===== src/design/seq_ctrl_pkg.sv =====
package seq_ctrl_pkg;

    // ------------------------------------------------------------------------
    // Widths and instruction fields
    // ------------------------------------------------------------------------
    localparam int DATA_WIDTH      = 16;  // Instruction register width
    localparam int OPCODE_WIDTH    = 4;   // Opcode in the top four IR bits
    localparam int FLAG_COUNT      = 4;   // Zero, carry, negative, overflow
    localparam int ZERO_FLAG_BIT   = 0;
    localparam int IGNORE_DEST_BIT = 10;  // Marks SUB as CMP

    // ------------------------------------------------------------------------
    // Opcodes, also the ALU operation codes
    // ------------------------------------------------------------------------
    localparam logic [OPCODE_WIDTH-1:0] OP_NOP = 4'd0;
    localparam logic [OPCODE_WIDTH-1:0] OP_ADD = 4'd1;
    localparam logic [OPCODE_WIDTH-1:0] OP_SUB = 4'd2;   // CMP with bit 10 set
    localparam logic [OPCODE_WIDTH-1:0] OP_SHL = 4'd3;
    localparam logic [OPCODE_WIDTH-1:0] OP_SHR = 4'd4;
    localparam logic [OPCODE_WIDTH-1:0] OP_BNE = 4'd5;   // Branch on zero clear
    localparam logic [OPCODE_WIDTH-1:0] OP_JMP = 4'd6;
    localparam logic [OPCODE_WIDTH-1:0] OP_JPL = 4'd7;   // Jump and link
    localparam logic [OPCODE_WIDTH-1:0] OP_RET = 4'd8;
    localparam logic [OPCODE_WIDTH-1:0] OP_LDI = 4'd9;
    localparam logic [OPCODE_WIDTH-1:0] OP_OTR = 4'd10;
    localparam logic [OPCODE_WIDTH-1:0] OP_HLT = 4'd11;

    localparam logic [OPCODE_WIDTH-1:0] ALU_OP_NONE = 4'd15;  // No ALU operation

    // ------------------------------------------------------------------------
    // Datapath select codes
    // ------------------------------------------------------------------------
    typedef enum logic [2:0] {
        PC_SRC_BRANCH    = 3'd0,  // Sign-extended branch target
        PC_SRC_STACK     = 3'd1,  // Return address
        PC_SRC_RESET_VEC = 3'd2,
        PC_SRC_REG_SRC1  = 3'd3,
        PC_SRC_ZEXT      = 3'd4,  // Zero-extended IR low byte
        PC_SRC_IDLE      = 3'd7
    } pc_src_t;

    typedef enum logic [1:0] {
        DATA_SRC_ZEXT = 2'd0,
        DATA_SRC_ALU  = 2'd2
    } data_src_t;

    // Decoded instruction class
    typedef enum logic [3:0] {
        CLS_NOP,           // Also unlisted opcodes and untaken BNE
        CLS_ALU,
        CLS_CMP,
        CLS_BRANCH_TAKEN,
        CLS_JMP,
        CLS_JPL,
        CLS_RET,
        CLS_LDI,
        CLS_OTR,
        CLS_HLT
    } instr_class_t;

    // Action of one cycle, FSM to encoder
    typedef enum logic [3:0] {
        STEP_IDLE,        // Only while in reset
        STEP_VEC_LOAD,
        STEP_VEC_IR,
        STEP_VEC_JUMP,
        STEP_FETCH,
        STEP_DEC_NONE,    // Also ready and settle cycles
        STEP_DEC_ALU,
        STEP_DEC_CMP,
        STEP_DEC_BRANCH,
        STEP_DEC_JMP,
        STEP_DEC_JPL,
        STEP_DEC_RET,
        STEP_DEC_LDI,
        STEP_DEC_OTR,
        STEP_WRITEBACK,
        STEP_HALT
    } seq_step_t;

endpackage

===== src/design/sequence_control.sv =====
`timescale 1ns/1ps

module sequence_control (
    input  logic                                  clk_i,
    input  logic                                  resetComplete,
    input  logic [seq_ctrl_pkg::DATA_WIDTH-1:0]   ir_i,
    input  logic [seq_ctrl_pkg::FLAG_COUNT-1:0]   alu_flags_i,
    output logic                                  stk_ld_o,
    output logic                                  ir_ld_o,
    output logic                                  pc_ld_o,
    output logic                                  pc_inc_o,
    output seq_ctrl_pkg::pc_src_t                 pc_src_o,
    output logic                                  reg_we_o,
    output seq_ctrl_pkg::data_src_t               data_src_o,
    output logic [seq_ctrl_pkg::OPCODE_WIDTH-1:0] alu_op_o,
    output logic                                  alu_ld_o,
    output logic                                  flg_ld_o,
    output logic                                  flg_rst_o,
    output logic                                  out_ld_o,
    output logic                                  ready_o,
    output logic                                  halt_o
);

    seq_ctrl_pkg::instr_class_t            instr_class;  // Decoder to FSM
    logic [seq_ctrl_pkg::OPCODE_WIDTH-1:0] dec_alu_op;   // Decoder to encoder
    seq_ctrl_pkg::seq_step_t               step;         // FSM to encoder

    ir_field_decode ir_field_decode_inst (
        .ir_i          (ir_i),
        .alu_flags_i   (alu_flags_i),
        .instr_class_o (instr_class),
        .alu_op_o      (dec_alu_op)
    );

    sequence_fsm sequence_fsm_inst (
        .clk_i         (clk_i),
        .resetComplete (resetComplete),
        .instr_class_i (instr_class),
        .step_o        (step)
    );

    control_encoder control_encoder_inst (
        .step_i     (step),
        .alu_op_i   (dec_alu_op),
        .stk_ld_o   (stk_ld_o),
        .ir_ld_o    (ir_ld_o),
        .pc_ld_o    (pc_ld_o),
        .pc_inc_o   (pc_inc_o),
        .pc_src_o   (pc_src_o),
        .reg_we_o   (reg_we_o),
        .data_src_o (data_src_o),
        .alu_op_o   (alu_op_o),
        .alu_ld_o   (alu_ld_o),
        .flg_ld_o   (flg_ld_o),
        .flg_rst_o  (flg_rst_o),
        .out_ld_o   (out_ld_o),
        .ready_o    (ready_o),
        .halt_o     (halt_o)
    );

endmodule


===== src/design/control_encoder.sv =====
`timescale 1ns/1ps

module control_encoder (
    input  seq_ctrl_pkg::seq_step_t               step_i,
    input  logic [seq_ctrl_pkg::OPCODE_WIDTH-1:0] alu_op_i,
    output logic                                  stk_ld_o,
    output logic                                  ir_ld_o,
    output logic                                  pc_ld_o,
    output logic                                  pc_inc_o,
    output seq_ctrl_pkg::pc_src_t                 pc_src_o,
    output logic                                  reg_we_o,
    output seq_ctrl_pkg::data_src_t               data_src_o,
    output logic [seq_ctrl_pkg::OPCODE_WIDTH-1:0] alu_op_o,
    output logic                                  alu_ld_o,
    output logic                                  flg_ld_o,
    output logic                                  flg_rst_o,
    output logic                                  out_ld_o,
    output logic                                  ready_o,
    output logic                                  halt_o
);

    always_comb begin
        // Inactive levels
        stk_ld_o   = 1'b0;
        ir_ld_o    = 1'b0;
        pc_ld_o    = 1'b0;
        pc_inc_o   = 1'b0;
        pc_src_o   = seq_ctrl_pkg::PC_SRC_IDLE;
        reg_we_o   = 1'b0;
        data_src_o = seq_ctrl_pkg::DATA_SRC_ZEXT;
        alu_op_o   = seq_ctrl_pkg::ALU_OP_NONE;
        alu_ld_o   = 1'b0;
        flg_ld_o   = 1'b0;
        flg_rst_o  = 1'b0;
        out_ld_o   = 1'b0;
        ready_o    = 1'b1;
        halt_o     = 1'b0;

        case (step_i)
            // ----------------------------------------------------------------
            // Reset and vector sequence
            // ----------------------------------------------------------------
            seq_ctrl_pkg::STEP_IDLE: ready_o = 1'b0;
            seq_ctrl_pkg::STEP_VEC_LOAD: begin
                pc_ld_o  = 1'b1;
                pc_src_o = seq_ctrl_pkg::PC_SRC_RESET_VEC;
                ready_o  = 1'b0;
            end
            seq_ctrl_pkg::STEP_VEC_IR: begin
                ir_ld_o = 1'b1;   // First word from the vector address
                ready_o = 1'b0;
            end
            seq_ctrl_pkg::STEP_VEC_JUMP: begin
                pc_ld_o  = 1'b1;
                pc_src_o = seq_ctrl_pkg::PC_SRC_ZEXT;
                ready_o  = 1'b0;
            end
            // ----------------------------------------------------------------
            // Fetch, decode, execute
            // ----------------------------------------------------------------
            seq_ctrl_pkg::STEP_FETCH: begin
                ir_ld_o  = 1'b1;
                pc_inc_o = 1'b1;  // Bump PC in the same cycle
            end
            seq_ctrl_pkg::STEP_DEC_ALU,
            seq_ctrl_pkg::STEP_DEC_CMP: begin
                alu_op_o = alu_op_i;
                alu_ld_o = 1'b1;
                flg_ld_o = 1'b1;
            end
            seq_ctrl_pkg::STEP_WRITEBACK: begin
                reg_we_o   = 1'b1;
                data_src_o = seq_ctrl_pkg::DATA_SRC_ALU;
            end
            seq_ctrl_pkg::STEP_DEC_BRANCH: begin
                pc_ld_o   = 1'b1;
                pc_src_o  = seq_ctrl_pkg::PC_SRC_BRANCH;
                flg_rst_o = 1'b1;  // Flags consumed by the branch
            end
            seq_ctrl_pkg::STEP_DEC_JMP: begin
                pc_ld_o  = 1'b1;
                pc_src_o = seq_ctrl_pkg::PC_SRC_REG_SRC1;
            end
            seq_ctrl_pkg::STEP_DEC_JPL: begin
                pc_ld_o  = 1'b1;
                pc_src_o = seq_ctrl_pkg::PC_SRC_REG_SRC1;
                stk_ld_o = 1'b1;   // Save return address
            end
            seq_ctrl_pkg::STEP_DEC_RET: begin
                pc_ld_o  = 1'b1;
                pc_src_o = seq_ctrl_pkg::PC_SRC_STACK;
            end
            seq_ctrl_pkg::STEP_DEC_LDI: begin
                reg_we_o   = 1'b1;
                data_src_o = seq_ctrl_pkg::DATA_SRC_ZEXT;  // Immediate low byte
            end
            seq_ctrl_pkg::STEP_DEC_OTR: out_ld_o = 1'b1;
            seq_ctrl_pkg::STEP_HALT: begin
                halt_o  = 1'b1;
                ready_o = 1'b0;
            end
            default: ;  // DEC_NONE, no strobes
        endcase
    end

endmodule


===== src/design/sequence_fsm.sv =====
`timescale 1ns/1ps

module sequence_fsm (
    input  logic                       clk_i,
    input  logic                       resetComplete,
    input  seq_ctrl_pkg::instr_class_t instr_class_i,
    output seq_ctrl_pkg::seq_step_t    step_o
);

    typedef enum logic [2:0] {
        S_RESET,
        S_READY,
        S_FETCH,
        S_DECODE,
        S_ALU_EXEC,     // Destination write-back
        S_BASIC_EXEC,   // Settle cycle after a PC load
        S_HALT
    } main_state_t;

    // Reset-vector sub-state
    typedef enum logic [1:0] {
        V_IDLE,
        V_LOAD,   // PC from reset vector
        V_IR,     // IR from memory
        V_JUMP    // PC from zero-extended IR
    } vec_state_t;

    main_state_t state;
    main_state_t state_next;
    vec_state_t  vec_state;
    vec_state_t  vec_next;

    // ------------------------------------------------------------------------
    // State registers
    // ------------------------------------------------------------------------
    always_ff @(posedge clk_i) begin
        if (resetComplete) begin
            state     <= S_RESET;
            vec_state <= V_IDLE;
        end else begin
            state     <= state_next;
            vec_state <= vec_next;
        end
    end

    // Next-state logic
    always_comb begin
        state_next = state;
        vec_next   = vec_state;  // Holds outside reset
        case (state)
            S_RESET: begin
                case (vec_state)
                    V_IDLE: vec_next = V_LOAD;
                    V_LOAD: vec_next = V_IR;
                    V_IR:   vec_next = V_JUMP;
                    default: begin
                        vec_next   = V_IDLE;
                        state_next = S_READY;  // Vector sequence done
                    end
                endcase
            end
            S_READY: state_next = S_FETCH;
            S_FETCH: state_next = S_DECODE;
            S_DECODE: begin
                case (instr_class_i)
                    seq_ctrl_pkg::CLS_ALU: state_next = S_ALU_EXEC;
                    seq_ctrl_pkg::CLS_BRANCH_TAKEN,
                    seq_ctrl_pkg::CLS_JMP,
                    seq_ctrl_pkg::CLS_JPL,
                    seq_ctrl_pkg::CLS_RET: state_next = S_BASIC_EXEC;
                    seq_ctrl_pkg::CLS_HLT: state_next = S_HALT;
                    default:               state_next = S_FETCH;  // Two-cycle instructions
                endcase
            end
            S_ALU_EXEC,
            S_BASIC_EXEC: state_next = S_FETCH;
            S_HALT:       state_next = S_HALT;  // Left only by reset
            default: begin
                state_next = S_RESET;
                vec_next   = V_IDLE;
            end
        endcase
    end

    // ------------------------------------------------------------------------
    // Action of the current cycle
    // ------------------------------------------------------------------------
    always_comb begin
        step_o = seq_ctrl_pkg::STEP_IDLE;
        case (state)
            S_RESET: begin
                case (vec_state)
                    V_LOAD:  step_o = seq_ctrl_pkg::STEP_VEC_LOAD;
                    V_IR:    step_o = seq_ctrl_pkg::STEP_VEC_IR;
                    V_JUMP:  step_o = seq_ctrl_pkg::STEP_VEC_JUMP;
                    default: step_o = seq_ctrl_pkg::STEP_IDLE;
                endcase
            end
            S_READY:  step_o = seq_ctrl_pkg::STEP_DEC_NONE;  // Ready, no strobes
            S_FETCH:  step_o = seq_ctrl_pkg::STEP_FETCH;
            S_DECODE: begin
                case (instr_class_i)
                    seq_ctrl_pkg::CLS_ALU:          step_o = seq_ctrl_pkg::STEP_DEC_ALU;
                    seq_ctrl_pkg::CLS_CMP:          step_o = seq_ctrl_pkg::STEP_DEC_CMP;
                    seq_ctrl_pkg::CLS_BRANCH_TAKEN: step_o = seq_ctrl_pkg::STEP_DEC_BRANCH;
                    seq_ctrl_pkg::CLS_JMP:          step_o = seq_ctrl_pkg::STEP_DEC_JMP;
                    seq_ctrl_pkg::CLS_JPL:          step_o = seq_ctrl_pkg::STEP_DEC_JPL;
                    seq_ctrl_pkg::CLS_RET:          step_o = seq_ctrl_pkg::STEP_DEC_RET;
                    seq_ctrl_pkg::CLS_LDI:          step_o = seq_ctrl_pkg::STEP_DEC_LDI;
                    seq_ctrl_pkg::CLS_OTR:          step_o = seq_ctrl_pkg::STEP_DEC_OTR;
                    default:                        step_o = seq_ctrl_pkg::STEP_DEC_NONE;
                endcase  // NOP, HLT
            end
            S_ALU_EXEC:   step_o = seq_ctrl_pkg::STEP_WRITEBACK;
            S_BASIC_EXEC: step_o = seq_ctrl_pkg::STEP_DEC_NONE;  // Empty settle cycle
            S_HALT:       step_o = seq_ctrl_pkg::STEP_HALT;
            default:      step_o = seq_ctrl_pkg::STEP_IDLE;
        endcase
    end

endmodule


===== src/design/ir_field_decode.sv =====
`timescale 1ns/1ps

module ir_field_decode (
    input  logic [seq_ctrl_pkg::DATA_WIDTH-1:0]   ir_i,
    input  logic [seq_ctrl_pkg::FLAG_COUNT-1:0]   alu_flags_i,
    output seq_ctrl_pkg::instr_class_t            instr_class_o,
    output logic [seq_ctrl_pkg::OPCODE_WIDTH-1:0] alu_op_o
);

    logic [seq_ctrl_pkg::OPCODE_WIDTH-1:0] opcode;
    logic                                  ignore_dest;  // CMP marker
    logic                                  zero_flag;

    // Field extraction
    assign opcode      = ir_i[seq_ctrl_pkg::DATA_WIDTH-1 -: seq_ctrl_pkg::OPCODE_WIDTH];
    assign ignore_dest = ir_i[seq_ctrl_pkg::IGNORE_DEST_BIT];
    assign zero_flag   = alu_flags_i[seq_ctrl_pkg::ZERO_FLAG_BIT];

    assign alu_op_o = opcode;  // ALU op is the opcode itself

    // ------------------------------------------------------------------------
    // Opcode and flags to instruction class
    // ------------------------------------------------------------------------
    always_comb begin
        instr_class_o = seq_ctrl_pkg::CLS_NOP;  // NOP and unlisted opcodes
        case (opcode)
            seq_ctrl_pkg::OP_ADD,
            seq_ctrl_pkg::OP_SHL,
            seq_ctrl_pkg::OP_SHR: instr_class_o = seq_ctrl_pkg::CLS_ALU;
            seq_ctrl_pkg::OP_SUB: begin
                // Flags only, no destination write
                if (ignore_dest) begin
                    instr_class_o = seq_ctrl_pkg::CLS_CMP;
                end else begin
                    instr_class_o = seq_ctrl_pkg::CLS_ALU;
                end
            end
            seq_ctrl_pkg::OP_BNE: begin
                if (!zero_flag) begin
                    instr_class_o = seq_ctrl_pkg::CLS_BRANCH_TAKEN;
                end  // Zero set falls through as NOP
            end
            seq_ctrl_pkg::OP_JMP: instr_class_o = seq_ctrl_pkg::CLS_JMP;
            seq_ctrl_pkg::OP_JPL: instr_class_o = seq_ctrl_pkg::CLS_JPL;
            seq_ctrl_pkg::OP_RET: instr_class_o = seq_ctrl_pkg::CLS_RET;
            seq_ctrl_pkg::OP_LDI: instr_class_o = seq_ctrl_pkg::CLS_LDI;
            seq_ctrl_pkg::OP_OTR: instr_class_o = seq_ctrl_pkg::CLS_OTR;
            seq_ctrl_pkg::OP_HLT: instr_class_o = seq_ctrl_pkg::CLS_HLT;
            default:              instr_class_o = seq_ctrl_pkg::CLS_NOP;
        endcase
    end

endmodule


===== config.mk =====
export PLATFORM = sky130hd
export DESIGN_NAME = sequence_control
export DESIGN_NICKNAME = d
export VERILOG_FILES = /design/src/design/seq_ctrl_pkg.sv /design/src/design/sequence_control.sv /design/src/design/control_encoder.sv /design/src/design/sequence_fsm.sv /design/src/design/ir_field_decode.sv
export SDC_FILE = /design/constraint.sdc
export NUM_CORES = 1
export LEC_CHECK = 0
export BUFFER_PORTS_ARGS = -buffer_cell sky130_fd_sc_hd__buf_2
export CAP_MARGIN = 20
export CELL_PAD_IN_SITES_DETAIL_PLACEMENT = 1
export CELL_PAD_IN_SITES_GLOBAL_PLACEMENT = 1
export CORE_AREA = 2 2 57 59
export DETAILED_ROUTE_END_ITERATION = 16
export DIE_AREA = 0 0 59 61
export GPL_TIMING_DRIVEN = 0
export PLACE_DENSITY = 0.87
export SLEW_MARGIN = 20
export SYNTH_ARGS = -nofsm -noshare
export SYNTH_HDL_FRONTEND = slang
export SYNTH_SLANG_ARGS = --single-unit

===== constraint.sdc =====
create_clock -name clk_i -period 4.22 [get_ports clk_i]
set_clock_uncertainty 0.1 [all_clocks]
set_input_delay 0.211 -clock clk_i [delete_from_list [all_inputs] [get_ports clk_i]]
set_output_delay 0.211 -clock clk_i [all_outputs]
set_load 0.1 [all_outputs]

==> run metrics, run 1 <==
outcome completed; hold_buf cts 0; Tot GR Track Use 19.88%; vias in the first global route 1278; Layout Area Growth over Synthesis 19.06%; Chip Height 61 um; Synth area leader dfxtp_1; xor/xnor cell area share of the yosys netlist 0%; final period demand of the worst path 3306 ps; clock sink count 5; Remaining DRCs 0; core area 0.002953 mm^2; die footprint 0.003599 mm^2; FF+latch count, synth 5; Peak VDD IR 0.0003811 V; Final period util 78.34%; placed cells 207; ys flop type dfxtp_1; final setup vio count 0; post-route setup slack 914.2 ps; Yosys Warn Count 0; clk_lat worst skew 240 ps; cell area after synthesis 0.001011 mm^2; layout cells sized above 1 24.16%; largest family of logic cells by synthesized area simple AND/OR/NAND/NOR gates; Setup TNS Final 0 ps; FP Rows 20; Starting Density 34.24%; Slew @ Worst Pin 560.4 ps; Synth Area per Inst 6.785 um^2; port bufs 25; Die X 59 um; RD Place Congestion 0.8633; cts bufs inserted 3; Synth area leaders dfxtp_1, ha_1, nor2_1; antenna violations before repair 0; CTS tree done; f_max 0.3025 GHz; MaxCap Viol Count 0; wire per inst 15.40 um; Worst EP required 3910 ps; synth unique cells 51; Comb power frac 82.5%; WS Path Type primary input to output pin; H-tree levels 1; net switching power 515.7 uW; post-synthesis sequential area ratio 9.901%; pin count of the biggest net entering global routing 11; Detail Placement HPWL 2706 um; Compound-Gate Fraction of Synth Area 32.55%; Final Hold Vio Count 0; crit path max fanout 10; Worst Path Arrival 2990 ps; Setup Buffers After CTS 0; Syn Nets 179; Worst Hold Class primary input to register; post_cts resized 0; met1 usage 22.36%; most used routing layer met2; post-placement setup slack 931.3 ps; portion of netlist area occupied by mux cells 0%; number of vias per cell 5.773; sequential share of power 10.2%; global-route wire length before repair 5637 um; I/O pin count 42; top-area cell type share of the netlist area 9.901%; wirelength, routed 3250 um; commonest non-fill, non-tap cell in the layout buf_2; type of origin of the critical path primary input; GR Util met2 39.37%; clock transition at the registers of the reported paths 40 ps; simple-gate portion of the synthesized area 37.25%; M3 GR Usage 3.198%; relative slew slack 62.42%; Internal Pwr Total 242.2 uW; Post-DRT Antenna Nets 0; Synth Area in Adders 9.901%; RSZ-0062 raised after global routing no; fin. max-slew vios 0; fin nets 209; P_leak 0.0005427 uW; total grt overflow 0; via count 1218; EDFF count, synth 0; initial drt markers 24; clock buffer depth 2; Power Dens Cells 629.7 mW/mm^2; Clk pwr share 7.3%; n_diodes 0; commonest cells after routing, fill and taps aside buf_2, nor2_1, nand2_1; Root Driver clkbuf_4; Post-Layout Cell Count 211; Sw Share 68.04%; Mapped Cells 149; asr flop ratio synth 0%; Pre-antenna DRT Iters 4; crit end category output pin
==> layout make-up <==
cell class	count	area (um^2)
multi-input cells	124	809.5
plain buffers	10	63.81
well taps	33	41.29
flip-flops and latches	5	100.1
fillers	412	1749
inverters	10	37.54
repair buffers	25	125.1
clock buffers	4	26.28
==> power by group through the flow <==
stage / Sequential, uW / Clock, uW / Combinational [uW]
2_1_floorplan: 73.1 / 0 / 521
3_3_place_gp: 75.8 / 0 / 606
3_5_place_dp: 77.9 / 0 / 625
4_1_cts: 77.3 / 59.2 / 629
5_1_grt: 79.9 / 62.3 / 674
6_report: 77.1 / 55.4 / 625
==> sequential cells by signal, indices dropped and copies added (netlist names) <==
register                     cells
sequence_fsm_inst.vec_state      2
sequence_fsm_inst.state          3
==> through the flow <==
stage	util, %	hold WS, ps	power [uW]	cell area (um^2)
2_1_floorplan	-	183.8	593.6	1011
3_3_place_gp	39.87	347.0	681.7	1177
3_5_place_dp	39.87	362.5	703.4	1177
4_1_cts	40.76	101.3	765.3	1204
5_1_grt	40.76	115.0	816.4	1204
6_report	40.76	121.0	757.9	1204
==> worst max-delay path: stages <==
cell and delay, ps:
buf_2 120, clkbuf_1 310, nand2b_1 190, a21oi_1 70
a21o_1 190, ha_1 270, a211oi_1 280, nor2_1 110
a21oi_1 430, nand3_1 180, inv_1 100, buf_4 100
buf_2 410
==> final timing paths <==
| path | from | to | slack (ps) | cells past startpoint |
|---|---|---|---|---|
| setup / recovery | ir_i[14] | flg_ld_o | 910 | 13 |
| hold / removal | resetComplete | sequence_fsm_inst.state[0] | 120 | 2 |
| setup reg to reg | sequence_fsm_inst.state[1] | sequence_fsm_inst.state[1] | 2610 | 4 |
| hold reg to reg | sequence_fsm_inst.vec_state[1] | sequence_fsm_inst.vec_state[1] | 500 | 2 |
==> logic make-up (layout without fill, tap and decap cells) <==
kind of cell,Yosys count,count (layout)
AOI/OAI and AO/OA,46,46
adders and majority gates,8,8
buffers and inverters,20,49
DFF,5,5
other,1,1
and+or+nand+nor,69,69
==> routing by layer <==
metal / up-vias / wire [um]
met2: 24 / 1785
met5: - / 0
li1: 600 / -
met3: 6 / 79
met4: 0 / 40
met1: 588 / 1344
==> cell usage after synthesis, types with 4 or more instances <==
cell,n
a21oi_1,10
dfxtp_1,5
ha_1,8
inv_1,10
nand2_1,12
nand3_1,5
nand3b_1,4
nor2_1,17
nor3_1,5
o21ai_0,4
o21ai_1,4
Power figures use the tool's default switching activity.
==> inputs of run 2 (changes only) <==
--- a/config.mk
+++ b/config.mk
@@ -9,11 +9,11 @@
 export CAP_MARGIN = 20
 export CELL_PAD_IN_SITES_DETAIL_PLACEMENT = 1
 export CELL_PAD_IN_SITES_GLOBAL_PLACEMENT = 1
-export CORE_AREA = 2 2 57 59
+export CORE_AREA = 2 2 63 65
 export DETAILED_ROUTE_END_ITERATION = 16
-export DIE_AREA = 0 0 59 61
+export DIE_AREA = 0 0 65 67
 export GPL_TIMING_DRIVEN = 0
-export PLACE_DENSITY = 0.87
+export PLACE_DENSITY = 0.76
 export SLEW_MARGIN = 20
 export SYNTH_ARGS = -nofsm -noshare
 export SYNTH_HDL_FRONTEND = slang
==> constraint.sdc (replaced) <==
create_clock -name clk_i -period 2.7 [get_ports clk_i]
set_clock_uncertainty 0.1 [all_clocks]
set_input_delay 0.135 -clock clk_i [delete_from_list [all_inputs] [get_ports clk_i]]
set_output_delay 0.135 -clock clk_i [all_outputs]
set_load 0.1 [all_outputs]
==> run 2 against run 1 <==
Effect of this change: via count grew 2.1%; setup slack worse by 810 ps; final cell count rose by 8.5%; clock power increased by 140%; die area rose by 21%; cell area up 25%; sequential power is 57% higher; sequential share of layout area is 1.7 points lower; critical endpoint is now alu_op_o[3]; largest cell class unchanged.
==> run metrics, run 2 (synthesis gave the netlist of run 1 again) <==
outcome completed; clock transition at the registers of the reported paths 30 ps (about the same); fin. max-slew vios 0 (unchanged); FP Rows 22 (+10%); Worst EP required 2470 ps (-1440 ps); Worst Hold Class primary input to register; f_max 0.3853 GHz; MaxCap Viol Count 0 (unchanged); clock sink count 5 (unchanged); cts bufs inserted 3 (unchanged); H-tree levels 1 (unchanged); global-route wire length before repair 5533 um (-1.8%); Crit path largest cell delay 330 ps (-100 ps); n_diodes 0 (unchanged); P_leak 0.0005879 uW (+8.3%); Starting Density 28.04% (-6.2 points); RSZ-0062 raised after global routing no; CTS tree done; crit path max fanout 6 (-4); I/O pin count 42 (unchanged); layout cells sized above 1 40.33% (+16 points); vias in the first global route 1151 (-9.9%); Die X 65 um (+10%); Detail Placement HPWL 2676 um (-1.1%); crit end category output pin; Root Driver clkbuf_8; Final period util 96.12%; clock buffer depth 2 (unchanged); initial drt markers 38 (+58%); antenna violations before repair 0 (unchanged); Crit-path slowest cell a211oi_4; Layout Area Growth over Synthesis 49.13%; wire per inst 14.87 um (-3.5%); number of vias per cell 5.432 (-5.9%); RD Place Congestion 0.7764 (-10%); Largest regs sequence_fsm_inst.state x3, sequence_fsm_inst.vec_state x2; Final Hold Vio Count 0 (unchanged); port bufs 25 (unchanged); clk_lat worst skew 220 ps (-20 ps); final period demand of the worst path 2595 ps; WS Path Type primary input to output pin; fin nets 212 (+1.4%); die footprint 0.004355 mm^2 (+21%); crit-path cells buf_2 > or2_2 > a211oi_4 > nor3_2 > inv_1 > ha_4 > a211o_1 > o211a_2 > nand3_2 > or2_1 > buf_4; via count 1244 (+2.1%); number of flip-flops under the largest register name 3 (unchanged); Chip Height 67 um (+9.8%); total grt overflow 0 (unchanged); WP buf/inv 3 (-2); core area 0.003606 mm^2 (+22%); Peak VDD IR 0.0005527 V (+45%); pin count of the biggest net entering global routing 11 (unchanged); Post-DRT Antenna Nets 0 (unchanged); Remaining DRCs 0 (unchanged); Largest Register sequence_fsm_inst.state; cell area after layout 0.001508 mm^2 (+25%); wirelength, routed 3405 um (+4.8%); final setup vio count 0 (unchanged); Power Dens Cells 902.8 mW/mm^2 (+43%); placed inst area 0.001318 mm^2 (+12%); commonest cells after routing, fill and taps aside nor2_1, buf_4, buf_2; Pre-antenna DRT Iters 4 (unchanged); type of origin of the critical path primary input; crit-path leading delay family compound AO/OA/AOI/OAI gates; Setup TNS Final 0 ps (unchanged); Worst Path Arrival 2360 ps (-630 ps); Tot GR Track Use 15.88% (-4.0 points)
[run 2: power breakdown]
group	switching, uW	internal (uW)
sequential	27.2	93.7
combinational	804	302
clock	33.7	101
[run 2: what timing repair did]
item,4_1_cts,5_1_grt
buffers inserted,2,1
pin swaps,2,1
endpoints found under the setup margin,14,18
hold buffers,0,0
gates resized for setup,18,19
[run 2: worst paths after layout]
check | start | to | slack (ps) | depth (start not counted)
max | ir_i[14] | alu_op_o[3] | 100 | 11
min | resetComplete | sequence_fsm_inst.state[0] | 60 | 2
max reg2reg | sequence_fsm_inst.state[1] | sequence_fsm_inst.state[1] | 1070 | 4
min reg2reg | sequence_fsm_inst.vec_state[1] | sequence_fsm_inst.vec_state[1] | 460 | 2
[run 2: layer usage]
layer / vias up / share of wire, % / GRT usage, %
li1: 608 / - / -
met1: 608 / 43 / 20.54
met2: 28 / 53 / 29.64
met3: 0 / 4.2 / 1.520
met4: 0 / 0 / 0.7979
met5: - / 0 / 0
[run 2: layout make-up]
| class | count | area [um^2] |
|---|---|---|
| buffer | 10 | 80.08 |
| clock buffer | 4 | 45.04 |
| fill | 451 | 2098 |
| inverter | 10 | 45.04 |
| multi-input combinational | 124 | 967.2 |
| sequential | 5 | 100.1 |
| tap | 48 | 60.06 |
| timing repair buffer | 28 | 210.2 |
[run 2: metrics by stage]
stage                     std cells  setup slack [ps]  total power (uW)  utilization (%)  hold WS [ps]
after floorplan                 149            -246.1             986.1                -         107.8
after global placement          222            -179.6              1128            36.54         272.1
after detailed placement        222            -257.0              1150            36.54         281.6
after CTS                       228            -12.01              1322            39.56         54.72
after global routing            229             5.415              1455            41.81         71.42
final                           229             104.7              1361            41.81         58.51
[run 2: worst reg2reg max path, cell delays in order (launching register included)]
cell	delay, ps
dfxtp_1	420
clkbuf_1	370
inv_1	140
a221oi_1	350
o31a_1	190
==> inputs of run 3 (changes only) <==
--- a/config.mk
+++ b/config.mk
@@ -7,13 +7,12 @@
 export LEC_CHECK = 0
 export BUFFER_PORTS_ARGS = -buffer_cell sky130_fd_sc_hd__buf_2
 export CAP_MARGIN = 20
-export CELL_PAD_IN_SITES_DETAIL_PLACEMENT = 1
-export CELL_PAD_IN_SITES_GLOBAL_PLACEMENT = 1
-export CORE_AREA = 2 2 63 65
+export CORE_AREA = 2 2 52 54
 export DETAILED_ROUTE_END_ITERATION = 16
-export DIE_AREA = 0 0 65 67
+export DIE_AREA = 0 0 54 56
 export GPL_TIMING_DRIVEN = 0
-export PLACE_DENSITY = 0.76
+export HOLD_SLACK_MARGIN = 0.03
+export PLACE_DENSITY = 0.77
 export SLEW_MARGIN = 20
 export SYNTH_ARGS = -nofsm -noshare
 export SYNTH_HDL_FRONTEND = slang
==> run 3 against run 2 <==
Effect of this change: via count grew 0.32%; routed wire length shrank 9.1%; critical path depth is the same; first-iteration DRC count shrank 7.9%; hold slack gained 350 ps; flip-flop and latch count is the same; setup slack lost 26 ps; combinational power shrank 4%; register-to-register slack gained 30 ps.
==> run metrics, run 3 (synthesis gave the netlist of run 1 again) <==
outcome completed; WS Path Type primary input to output pin; number of flip-flops under the largest register name 3 (unchanged); RSZ-0062 raised after global routing yes; sequential share of power 9.3% (+0.4 points); Die X 54 um (-17%); Root Driver clkbuf_4; H-tree levels 1 (unchanged); Post-Layout Cell Count 213 (-7.0%); total grt overflow 0 (unchanged); antenna violations before repair 0 (unchanged); cells on worst reg2reg path 4 (unchanged); Worst Path Arrival 2390 ps (+30 ps); Crit Reg-Reg Startpoint sequence_fsm_inst.state[1]; post-placement setup slack -219.2 ps (+37.83 ps); fillcell total 217 (-52%); Crit path largest cell delay 560 ps (+230 ps); Post-DRT Antenna Nets 0 (unchanged); Slew @ Worst Pin 526.5 ps; port bufs 25 (unchanged); wirelength, routed 3096 um (-9.1%); net switching power 836.7 uW (-3.2%); commonest non-fill, non-tap cell in the layout nor2_1; Hold Path End sequence_fsm_inst.state[2]; clock sink count 5 (unchanged); final period demand of the worst path 2621 ps (+25.82 ps); Crit. Startpoint ir_i[15]; MaxCap Viol Count 0 (unchanged); commonest cells after routing, fill and taps aside nor2_1, buf_4, nand2_1; Crit-path slowest cell or4b_4; RD Place Congestion 0.8154 (+5.0%); Sw Share 65.44% (+1.9 points); Chip Height 56 um (-16%); P_leak 0.0005914 uW (+0.60%); wire per inst 14.54 um (-2.2%); hold path start ir_i[10]; area occupied by multi-input gates 945.9 um^2 (-2.2%); WP buf/inv 3 (unchanged); Clk pwr share 6.6% (-3.3 points); number of vias per cell 5.859 (+7.9%); Critical R2R Capture sequence_fsm_inst.state[1]; f_max 0.3815 GHz (-0.99%); via count 1248 (+0.32%); Power Dens Cells 865.3 mW/mm^2 (-4.2%); Worst EP required 2470 ps (about the same); fin. max-slew vios 0 (unchanged); Worst Hold Class primary input to register; Internal Pwr Total 441.9 uW (-11%); cts bufs inserted 3 (unchanged); post-route setup slack 78.91 ps (-25.82 ps); clock buffer depth 2 (unchanged); final setup vio count 0 (unchanged); Detail Placement HPWL 2301 um (-14%); Final period util 97.08% (+0.96 points); n_diodes 0 (unchanged); global-route wire length before repair 4919 um (-11%); clk_lat worst skew 240 ps (+20 ps); die footprint 0.003024 mm^2 (-31%); core area 0.002432 mm^2 (-33%); crit end category output pin; Largest Register sequence_fsm_inst.state; Largest regs sequence_fsm_inst.state x3, sequence_fsm_inst.vec_state x2; placed cells 204 (-8.1%); Final Hold Vio Count 0 (unchanged); initial drt markers 35 (-7.9%); Pre-antenna DRT Iters 4 (unchanged); layout cells sized above 1 38.80% (-1.5 points); Reg area 100.1 um^2 (unchanged); Setup TNS Final 0 ps (unchanged); crit path max fanout 7 (+1); Peak VDD IR 0.001059 V (+92%); Tot GR Track Use 20.82% (+4.9 points); FF-to-FF setup slack 1100 ps (+30 ps); post-layout utilization of the core 60.75% (+19 points); vias in the first global route 1165 (+1.2%); Comb power frac 84.1% (+2.9 points); Starting Density 41.56% (+14 points); I/O pin count 42 (unchanged); crit-path leading delay family simple AND/OR/NAND/NOR gates; clock transition at the registers of the reported paths 40 ps (about the same); FP Rows 18 (-18%); pin count of the biggest net entering global routing 11 (unchanged); relative slew slack 64.80%; Worst Hold Depth 4 (+2); Hold WS 406.3 ps (+347.8 ps); crit-path cells clkbuf_4 > or4b_4 > o31ai_4 > nor3_4 > inv_1 > ha_4 > a211o_1 > o211ai_2 > nor2_4 > and2_2 > buf_4; Layout Area Growth over Synthesis 46.16%; CTS tree done; type of origin of the critical path primary input; fin nets 214 (+0.94%); Remaining DRCs 0 (unchanged)
run 3: layer usage:
metal  GRT usage (%)  routed length (um)  part of all wire [%]  vias up
li1                -                   -                     -      613
met1           25.08                1260                    41      594
met2           37.80                1656                    53       37
met3           3.495                 140                   4.5        4
met4           3.214                  39                   1.3        0
met5               0                   0                     0        -
run 3: repair_timing:
item | CTS | global route
buffers inserted | 4 | 0
resized for setup | 12 | 30
hold buffers | 1 | 0
hold endpoints to repair | 1 | 0
pin swaps | 2 | 3
setup endpoints to repair | 13 | 18
run 3: power by group through the flow:
stage	clock, uW	sequential (uW)	combinational (uW)
2_1_floorplan	0	114	872
3_3_place_gp	0	118	998
3_5_place_dp	0	120	1020
4_1_cts	88.6	118	1030
5_1_grt	94.3	122	1140
6_report	84.4	119	1070
run 3: how the worst max path moves through the flow:
stage	to	cells past startpoint
floorplan	pc_inc_o	9
CTS	pc_ld_o	12
global placement	flg_ld_o	13
finish	out_ld_o	11
detailed placement	flg_ld_o	13
global route	pc_ld_o	12
run 3: through the flow:
step | power (uW) | area (um^2)
floorplan | 986.1 | 1132
global placement | 1116 | 1295
detailed placement | 1136 | 1295
CTS | 1242 | 1391
global route | 1360 | 1478
finish | 1279 | 1478
run 3: worst min-delay path, cell delays in order:
cell     delay, ps
buf_2           90
a21o_1         180
a22o_1         190
o32ai_1         90
run 3: area by class of cell:
type	instances	share of cell area [%]
Buffer	10	5.842
Tap cell	30	2.540
Timing Repair Buffer	30	16.00
Multi-Input combinational cell	124	64.01
Inverter	10	3.048
Sequential cell	5	6.774
Clock buffer	4	1.778
